File: src/noc_config.svh
`ifndef NOC_CONFIG_SVH
`define NOC_CONFIG_SVH

// Flit data word, also the stream word width
`define NOC_FLIT_W 32

// Router destination field
`define NOC_DEST_W 4

// Words buffered per packetizer
`define NOC_FIFO_DEPTH 8

// Stream sources merged onto the link
`define NOC_NUM_SRC 2

`endif

File: src/flit_pkg.sv
`include "noc_config.svh"

package flit_pkg;

  // Control field that travels beside every flit
  typedef struct packed {
    logic valid;
    logic head;
    logic tail;
  } flit_ctrl_t;

  localparam flit_ctrl_t HEAD_CTRL = '{valid: 1'b1, head: 1'b1, tail: 1'b0};  // 110
  localparam flit_ctrl_t TAIL_CTRL = '{valid: 1'b1, head: 1'b0, tail: 1'b1};  // 101

  typedef enum logic [2:0] {
    KIND_SINGLE = 3'b101  // One data word per packet
  } flit_kind_t;

  localparam int FLIT_RSVD_W = `NOC_FLIT_W - `NOC_DEST_W - 4;

  // Routing information in the head flit
  typedef struct packed {
    logic [`NOC_DEST_W-1:0]  dest;
    flit_kind_t              kind;
    logic                    src;   // Filled in by the link arbiter
    logic [FLIT_RSVD_W-1:0]  rsvd;  // Always zero
  } flit_head_t;

  // Same word read as routing header or as payload
  typedef union packed {
    flit_head_t              head;
    logic [`NOC_FLIT_W-1:0]  body;
  } flit_data_u;

endpackage

File: src/stream_pkg.sv
`include "noc_config.svh"

package stream_pkg;

  // Destination carried on tdest
  typedef logic [`NOC_DEST_W-1:0] dest_t;

  // Number of the stream source a packet came from
  localparam int SRC_ID_W = (`NOC_NUM_SRC > 1) ? $clog2(`NOC_NUM_SRC) : 1;

  typedef logic [SRC_ID_W-1:0] src_id_t;

endpackage

File: src/flit_fifo.sv
module flit_fifo #(
  parameter int WIDTH = 32,
  parameter int DEPTH = 8
) (
  input  logic             clk,
  input  logic             rst,
  input  logic             wr_en,
  input  logic [WIDTH-1:0] din,
  input  logic             rd_en,
  output logic [WIDTH-1:0] dout,
  output logic             full,
  output logic             empty
);

  localparam int AW = (DEPTH > 1) ? $clog2(DEPTH) : 1;
  localparam int CW = $clog2(DEPTH + 1);

  logic [WIDTH-1:0] mem [DEPTH];
  logic [AW-1:0]    wr_ptr;
  logic [AW-1:0]    rd_ptr;
  logic [CW-1:0]    count;
  logic             do_wr;
  logic             do_rd;

  // Pointer increment with wrap for any depth
  function automatic logic [AW-1:0] next_ptr(input logic [AW-1:0] ptr);
    if (ptr == AW'(DEPTH - 1)) begin
      return '0;
    end
    return ptr + 1'b1;
  endfunction

  assign do_wr = wr_en && !full;   // Blocked when full
  assign do_rd = rd_en && !empty;  // Blocked when empty

  assign full  = (count == CW'(DEPTH));
  assign empty = (count == '0);
  assign dout  = mem[rd_ptr];  // Oldest entry, first-word fall-through

  always_ff @(posedge clk or posedge rst) begin
    if (rst) begin
      wr_ptr <= '0;
      rd_ptr <= '0;
      count  <= '0;
    end else begin
      if (do_wr) begin
        wr_ptr <= next_ptr(wr_ptr);
      end
      if (do_rd) begin
        rd_ptr <= next_ptr(rd_ptr);
      end
      case ({do_wr, do_rd})
        2'b10:   count <= count + 1'b1;
        2'b01:   count <= count - 1'b1;
        default: count <= count;  // Both or neither
      endcase
    end
  end

  always_ff @(posedge clk) begin
    if (do_wr) begin
      mem[wr_ptr] <= din;
    end
  end

  // Upstream must respect full and empty
  a_no_overflow: assert property (@(posedge clk) disable iff (rst) !(wr_en && full))
    else $error("flit_fifo: write while full");
  a_no_underflow: assert property (@(posedge clk) disable iff (rst) !(rd_en && empty))
    else $error("flit_fifo: read while empty");

endmodule

File: src/stream_packetizer.sv
`include "noc_config.svh"

module stream_packetizer (
  input  logic                   clk,
  input  logic                   rst,
  // AXI-Stream side
  input  logic                   tvalid,
  output logic                   tready,
  input  logic [`NOC_FLIT_W-1:0] tdata,
  input  stream_pkg::dest_t      tdest,
  // Flit side toward the arbiter
  output logic                   flit_valid,
  input  logic                   flit_ready,
  output flit_pkg::flit_ctrl_t   flit_ctrl,
  output flit_pkg::flit_data_u   flit_data
);

  import flit_pkg::*;
  import stream_pkg::*;

  localparam int ENTRY_W = `NOC_DEST_W + `NOC_FLIT_W;

  typedef enum logic {
    ST_HEAD,
    ST_TAIL
  } state_t;

  state_t               state;
  logic                 fifo_wr;
  logic                 fifo_rd;
  logic                 fifo_full;
  logic                 fifo_empty;
  logic [ENTRY_W-1:0]   fifo_dout;
  dest_t                q_dest;
  logic [`NOC_FLIT_W-1:0] q_data;
  logic                 flit_take;

  // Destination and data share one entry so they cannot drift apart
  flit_fifo #(
    .WIDTH (ENTRY_W),
    .DEPTH (`NOC_FIFO_DEPTH)
  ) fifo0 (
    .clk   (clk),
    .rst   (rst),
    .wr_en (fifo_wr),
    .din   ({tdest, tdata}),
    .rd_en (fifo_rd),
    .dout  (fifo_dout),
    .full  (fifo_full),
    .empty (fifo_empty)
  );

  assign tready  = !fifo_full;
  assign fifo_wr = tvalid && tready;

  assign q_dest = fifo_dout[ENTRY_W-1 -: `NOC_DEST_W];
  assign q_data = fifo_dout[`NOC_FLIT_W-1:0];

  assign flit_valid = !fifo_empty;  // Same word feeds both flits
  assign flit_take  = flit_valid && flit_ready;
  assign fifo_rd    = flit_take && (state == ST_TAIL);  // Pop once the payload is gone

  always_comb begin
    if (state == ST_HEAD) begin
      flit_ctrl      = HEAD_CTRL;
      flit_data.head = '{dest: q_dest, kind: KIND_SINGLE, src: 1'b0, rsvd: '0};
    end else begin
      flit_ctrl      = TAIL_CTRL;
      flit_data.body = q_data;
    end
  end

  always_ff @(posedge clk or posedge rst) begin
    if (rst) begin
      state <= ST_HEAD;
    end else if (flit_take) begin
      case (state)
        ST_HEAD: state <= ST_TAIL;
        ST_TAIL: state <= ST_HEAD;
        default: state <= ST_HEAD;
      endcase
    end
  end

endmodule

File: src/link_arbiter.sv
module link_arbiter (
  input  logic                 clk,
  input  logic                 rst,
  input  logic                 in0_valid,
  output logic                 in0_ready,
  input  flit_pkg::flit_ctrl_t in0_ctrl,
  input  flit_pkg::flit_data_u in0_data,
  input  logic                 in1_valid,
  output logic                 in1_ready,
  input  flit_pkg::flit_ctrl_t in1_ctrl,
  input  flit_pkg::flit_data_u in1_data,
  output logic                 link_valid,
  input  logic                 link_ready,
  output flit_pkg::flit_ctrl_t link_ctrl,
  output flit_pkg::flit_data_u link_data
);

  import flit_pkg::*;
  import stream_pkg::*;

  logic       req0;
  logic       req1;
  logic       locked;   // Grant frozen inside a packet
  src_id_t    last;     // Source of the latest head
  src_id_t    gnt;
  logic       gnt_vld;
  logic       can_take;
  logic       take;
  flit_ctrl_t sel_ctrl;
  flit_data_u sel_data;
  logic       out_vld;
  flit_ctrl_t out_ctrl;
  flit_data_u out_data;

  // Only a head flit may open a new grant
  assign req0 = in0_valid && in0_ctrl.head;
  assign req1 = in1_valid && in1_ctrl.head;

  always_comb begin
    if (locked) begin
      gnt     = last;
      gnt_vld = last[0] ? in1_valid : in0_valid;
    end else if (req0 && req1) begin
      gnt     = ~last;  // Round robin
      gnt_vld = 1'b1;
    end else begin
      gnt     = src_id_t'(req1);
      gnt_vld = req0 || req1;
    end
    sel_ctrl = gnt[0] ? in1_ctrl : in0_ctrl;
    sel_data = gnt[0] ? in1_data : in0_data;
    if (sel_ctrl.head) begin
      sel_data.head.src = gnt;  // Stamp the source number
    end
  end

  assign can_take  = !out_vld || link_ready;  // Empty or draining this cycle
  assign take      = can_take && gnt_vld;
  assign in0_ready = can_take && gnt_vld && (gnt == src_id_t'(0));
  assign in1_ready = can_take && gnt_vld && (gnt == src_id_t'(1));

  always_ff @(posedge clk or posedge rst) begin
    if (rst) begin
      out_vld <= 1'b0;
      locked  <= 1'b0;
      last    <= src_id_t'(1);  // Source 0 wins the first tie
    end else begin
      if (take) begin
        out_vld <= 1'b1;
      end else if (link_ready) begin
        out_vld <= 1'b0;
      end
      if (take && sel_ctrl.head) begin
        locked <= 1'b1;
        last   <= gnt;
      end else if (take && sel_ctrl.tail) begin
        locked <= 1'b0;  // Packet done
      end
    end
  end

  always_ff @(posedge clk) begin
    if (take) begin
      out_ctrl <= sel_ctrl;
      out_data <= sel_data;
    end
  end

  assign link_valid = out_vld;
  assign link_ctrl  = out_ctrl;
  assign link_data  = out_data;

  // Router sees a steady flit while it stalls
  a_link_stable: assert property (@(posedge clk) disable iff (rst)
    link_valid && !link_ready |=> link_valid && $stable(link_ctrl) && $stable(link_data))
    else $error("link_arbiter: stalled flit changed");

  // Only the owner's tail may pass inside a packet
  a_no_interleave: assert property (@(posedge clk) disable iff (rst)
    locked && take |-> sel_ctrl.tail && (gnt == last))
    else $error("link_arbiter: grant changed inside a packet");

endmodule

File: src/noc_inject_top.sv
`include "noc_config.svh"

module noc_inject_top (
  input  logic                   clk,
  input  logic                   rst,
  input  logic                   s0_tvalid,
  output logic                   s0_tready,
  input  logic [`NOC_FLIT_W-1:0] s0_tdata,
  input  stream_pkg::dest_t      s0_tdest,
  input  logic                   s1_tvalid,
  output logic                   s1_tready,
  input  logic [`NOC_FLIT_W-1:0] s1_tdata,
  input  stream_pkg::dest_t      s1_tdest,
  output logic                   link_valid,
  input  logic                   link_ready,
  output flit_pkg::flit_ctrl_t   link_ctrl,
  output flit_pkg::flit_data_u   link_data
);

  import flit_pkg::*;

  // One flit channel per source between packetizer and arbiter
  logic [`NOC_NUM_SRC-1:0] pk_valid;
  logic [`NOC_NUM_SRC-1:0] pk_ready;
  flit_ctrl_t              pk_ctrl [`NOC_NUM_SRC];
  flit_data_u              pk_data [`NOC_NUM_SRC];

  stream_packetizer pkt0 (
    .clk        (clk),
    .rst        (rst),
    .tvalid     (s0_tvalid),
    .tready     (s0_tready),
    .tdata      (s0_tdata),
    .tdest      (s0_tdest),
    .flit_valid (pk_valid[0]),
    .flit_ready (pk_ready[0]),
    .flit_ctrl  (pk_ctrl[0]),
    .flit_data  (pk_data[0])
  );

  stream_packetizer pkt1 (
    .clk        (clk),
    .rst        (rst),
    .tvalid     (s1_tvalid),
    .tready     (s1_tready),
    .tdata      (s1_tdata),
    .tdest      (s1_tdest),
    .flit_valid (pk_valid[1]),
    .flit_ready (pk_ready[1]),
    .flit_ctrl  (pk_ctrl[1]),
    .flit_data  (pk_data[1])
  );

  link_arbiter arb0 (
    .clk        (clk),
    .rst        (rst),
    .in0_valid  (pk_valid[0]),
    .in0_ready  (pk_ready[0]),
    .in0_ctrl   (pk_ctrl[0]),
    .in0_data   (pk_data[0]),
    .in1_valid  (pk_valid[1]),
    .in1_ready  (pk_ready[1]),
    .in1_ctrl   (pk_ctrl[1]),
    .in1_data   (pk_data[1]),
    .link_valid (link_valid),
    .link_ready (link_ready),
    .link_ctrl  (link_ctrl),
    .link_data  (link_data)
  );

endmodule

File: config.mk
export PLATFORM = sky130hd
export DESIGN_NAME = noc_inject_top
export DESIGN_NICKNAME = d
export VERILOG_FILES = /design/src/flit_pkg.sv /design/src/stream_pkg.sv /design/src/flit_fifo.sv /design/src/stream_packetizer.sv /design/src/link_arbiter.sv /design/src/noc_inject_top.sv
export VERILOG_INCLUDE_DIRS = /design/src /design/src/src
export SDC_FILE = /design/constraint.sdc
export NUM_CORES = 1
export LEC_CHECK = 0
export BUFFER_PORTS_ARGS = -buffer_cell sky130_fd_sc_hd__buf_2
export CAP_MARGIN = 20
export CELL_PAD_IN_SITES_DETAIL_PLACEMENT = 1
export CELL_PAD_IN_SITES_GLOBAL_PLACEMENT = 1
export CORE_MARGIN = 4
export CORE_UTILIZATION = 54
export DETAILED_ROUTE_END_ITERATION = 6
export GPL_TIMING_DRIVEN = 0
export PLACE_DENSITY_LB_ADDON = 0.1
export SYNTH_ARGS = -nofsm -noshare
export SYNTH_HDL_FRONTEND = slang
export SYNTH_HIERARCHICAL = 1
export SYNTH_SLANG_ARGS = --single-unit
export TNS_END_PERCENT = 20
File: constraint.sdc
create_clock -name clk -period 6.4 [get_ports clk]
set_clock_uncertainty 0.1 [all_clocks]
set_input_delay 0.96 -clock clk [delete_from_list [all_inputs] [get_ports clk]]
set_output_delay 0.96 -clock clk [all_outputs]
set_load 0.01 [all_outputs]
==> summary.txt <==
Worst setup path
  • Reg2Reg Launch Point: pkt0/fifo0/count[0]
  • Slowest Stage Delay on Critical Path: 0.50 ns
  • Crit path cell chain: nor4_1 > inv_1 > nand3_1 > nand4b_1 > nand2_2 > buf_6 > nor2_1 > nand2b_1 > nor2_2 > o41ai_2 > inv_1 > ha_1 > ha_1 > or4b_1 > o311ai_0 > o211ai_1
  • Largest delay share family, worst path: simple AND/OR/NAND/NOR gates
  • Crit-path slowest cell: or4b_1
  • Worst Setup SP: pkt0/fifo0/count[0]
  • Critical path depth: 16
  • Worst-path fanout max: 10
  • Worst setup EP type: flip-flop
  • Worst setup SP type: flip-flop
  • Worst setup endpoint: pkt0/fifo0/count[3]
  • WP buf/inv: 3
  • Worst R2R End: pkt0/fifo0/count[3]
  • R2r setup slk: 2.34 ns
  • CP required: 6.77 ns
  • Worst EP arrival: 4.42 ns
  • Critical path class: flip-flop to flip-flop
  • Worst reg-to-reg path cell count: 16

Cells and area
  • Post-layout util: 63.3%
  • Layout Cells excl Fill: 2062
  • Layout cells sized above 1: 39.7%
  • Nets@finish: 1498
  • Design area: 29500 um^2
  • Layout area overhead: 15.8%

Route
  • Initial DRC Count: 959
  • Drt pass-1 iters: 5
  • DRT Wirelength: 56400 um
  • DR WL/cell: 27.4 um
  • Via count: 12100
  • DRC errors left: 0
  • Vias per inst: 5.89
  • Post-route ant nets: 0

Die
  • # IOs: 115
  • Core ar.: 46700 um^2
  • Initial Util: 54.7%
  • Row cnt: 79
  • Die Ht: 225 um
  • Total die area: 50800 um^2
  • Die width: 225 um

Logic synthesis
  • Adder-cell area share of the yosys netlist: 0.844%
  • Syn Area/Cell: 21.7 um^2
  • Most frequent cell after synthesis: edfxtp_1
  • Yosys cell types: 51
  • Yosys synthesis warning count: 6
  • Synth area leaders: edfxtp_1, mux4_2, mux2_2, dfrtp_1, and2_1
  • Most instantiated cells after synthesis: edfxtp_1, mux4_2, mux2_2
  • Area leader, netlist: edfxtp_1
  • Synthesized flop and latch total: 636
  • Seq/Total Area, Yosys: 74.4%
  • Mux cell area share after synthesis: 18.5%
  • Cell Area, Synth: 25500 um^2
  • Syn_nets: 1266
  • Number of synthesized flops with an enable pin: 611
  • Synth Area in Compound Gates: 0.790%
  • Largest family of logic cells by synthesized area: multiplexers
  • XOR/XNOR share of the synthesized area: 0.265%
  • Asr flop ratio synth: 3.93%
  • Synth Flop Type: edfxtp_1
  • Share of the synthesized area in the top cell type: 71.9%
  • Post-Synthesis Cells: 1173
  • Synth Area in Simple Gates: 3.12%

Timing
  • Slew Limit Fails: 0
  • Tightest Pin Transition: 0.916 ns
  • Hold slack final: 0.156 ns
  • RSZ-0062 raised after global routing: false
  • Endpoints failing hold: 0
  • Slew margin rel.: 38.6%
  • Setup-failing EPs final: 0
  • Final worst slack: 2.34 ns
  • Setup TNS: 0 ns
  • Fin crit share: 63.4%
  • Min cycle time layout: 4.06 ns
  • Fmax: 247 MHz

GRT
  • Total GRT Usage: 23.0%
  • Pin count of the biggest net entering global routing: 37
  • Most used routing layer: met2
  • M1 GR Usage: 33.9%
  • Remaining global-route overflow: 0
  • Global-route wire length before repair: 85400 um
  • Vias in the first global route: 13100
  • Met3 Use GR: 4.69%
  • Initial antenna violation count: 5
  • Met2 Resource Use GR: 35.9%

Clock tree
  • Post-CTS setup repair buffer count: 0
  • Root buffer cell: clkbuf_16
  • Post_cts resized: 0
  • Clock Sinks: 636
  • Clock transition at path regs: 0.06 ns
  • H-tree Lvls: 3
  • Clock latency at the later pin of the worst-skew pair: 0.59 ns
  • CTS tree: built
  • Max Root-Sink Buffers: 3
  • CTS Hold Bufs: 0
  • CTS Buf Count: 66

Place
  • DP Wirelength: 37900 um
  • GPL Wtd Cong: 0.774
  • Placed instance area: 27500 um^2
  • DP Cell Count: 1944
  • Pre-CTS setup slack: 2.38 ns
  • Port buffer count: 114

Flow run
  • Reported max-cap violation count: 0

Power and ir drop
  • Cell Pwr Density: 469 nW/um^2
  • Total power: 13.8 mW
  • Maximum VDD drop: 0.331 mV
  • LEAKAGE: 9.90 nW

Min path
  • Hold/Removal Path Class: primary input to asynchronous set/reset pin

Run status
  • Status: finished, final reports clean
per-layer routing:
layer / vias up / wire, um
li1: 5287 / -
met1: 6489 / 25100
met2: 291 / 27400
met3: 68 / 2890
met4: 8 / 1020
met5: - / 50
state kept, by name, summed over array words and instances (netlist names):
register,count
arb0/last,1
arb0/link_ctrl,3
arb0/link_data,32
arb0/link_valid,1
arb0/locked,1
pkt0/fifo0/count,4
pkt0/fifo0/mem,288
pkt0/fifo0/rd_ptr,3
pkt0/fifo0/wr_ptr,3
pkt0/state,1
pkt1/fifo0/count,4
pkt1/fifo0/mem,288
pkt1/fifo0/rd_ptr,3
pkt1/fifo0/wr_ptr,3
pkt1/state,1
placed cells by master, fill, tap and decap left out, drive strengths merged, types with 2 or more instances in the layout:
cell type / count
o21ai: 5
fa: 2
nor4: 4
buf: 203
o41ai: 2
inv: 26
conb: 2
a21oi: 5
mux2i: 2
ha: 14
or4b: 4
o211ai: 3
mux2: 126
bufinv: 2
nand3: 10
nand2b: 13
a21o: 2
xnor2: 4
a31oi: 2
mux4: 144
clkbuf: 111
nor3b: 6
xor2: 2
nor2: 13
nor3: 11
and2b: 2
nor2b: 4
a2111o: 2
and2: 52
clkinv: 21
o311ai: 2
dfrtp: 24
edfxtp: 611
nand2: 10
layout make-up:
type                            count  area [um^2]
Sequential cell                   636        19000
Fill cell                        3872        17100
Multi-Input combinational cell    454         6100
Clock buffer                       92         1870
Timing Repair Buffer              164         1140
Tap cell                          607          759
Buffer                             58          440
Clock inverter                     25          164
Inverter                           25         93.8
Antenna cell                        1         2.50
where the power goes:
| group | internal (mW) | switching (mW) |
|---|---|---|
| sequential | 5.45 | 0.326 |
| clock | 2.11 | 1.49 |
| combinational | 2.15 | 2.32 |
| total | 9.71 | 4.14 |
worst min path at each step:
| stage | startpoint | end | slack [ns] | depth (start not counted) |
|---|---|---|---|---|
| after global placement | pkt0/fifo0/count[2] | pkt0/fifo0/count[2] | 0.47 | 2 |
| after CTS | rst | pkt0/state | 0.12 | 2 |
| after floorplan | pkt0/fifo0/count[2] | pkt0/fifo0/count[2] | 0.43 | 2 |
| after detailed placement | pkt1/fifo0/count[2] | pkt1/fifo0/count[2] | 0.50 | 2 |
| after global routing | rst | pkt0/state | 0.14 | 2 |
| final | rst | pkt0/state | 0.16 | 2 |
kinds of logic after synthesis:
| group | Yosys count |
|---|---|
| AND/OR/NAND/NOR | 132 |
| flip-flops | 636 |
| other | 2 |
| buffers and inverters | 83 |
| AO/OA/AOI/OAI | 26 |
| XOR/XNOR | 6 |
| multiplexers | 272 |
| adder cells (fa/ha/maj) | 16 |
Note: power is estimated with default switching activity, not from simulation.
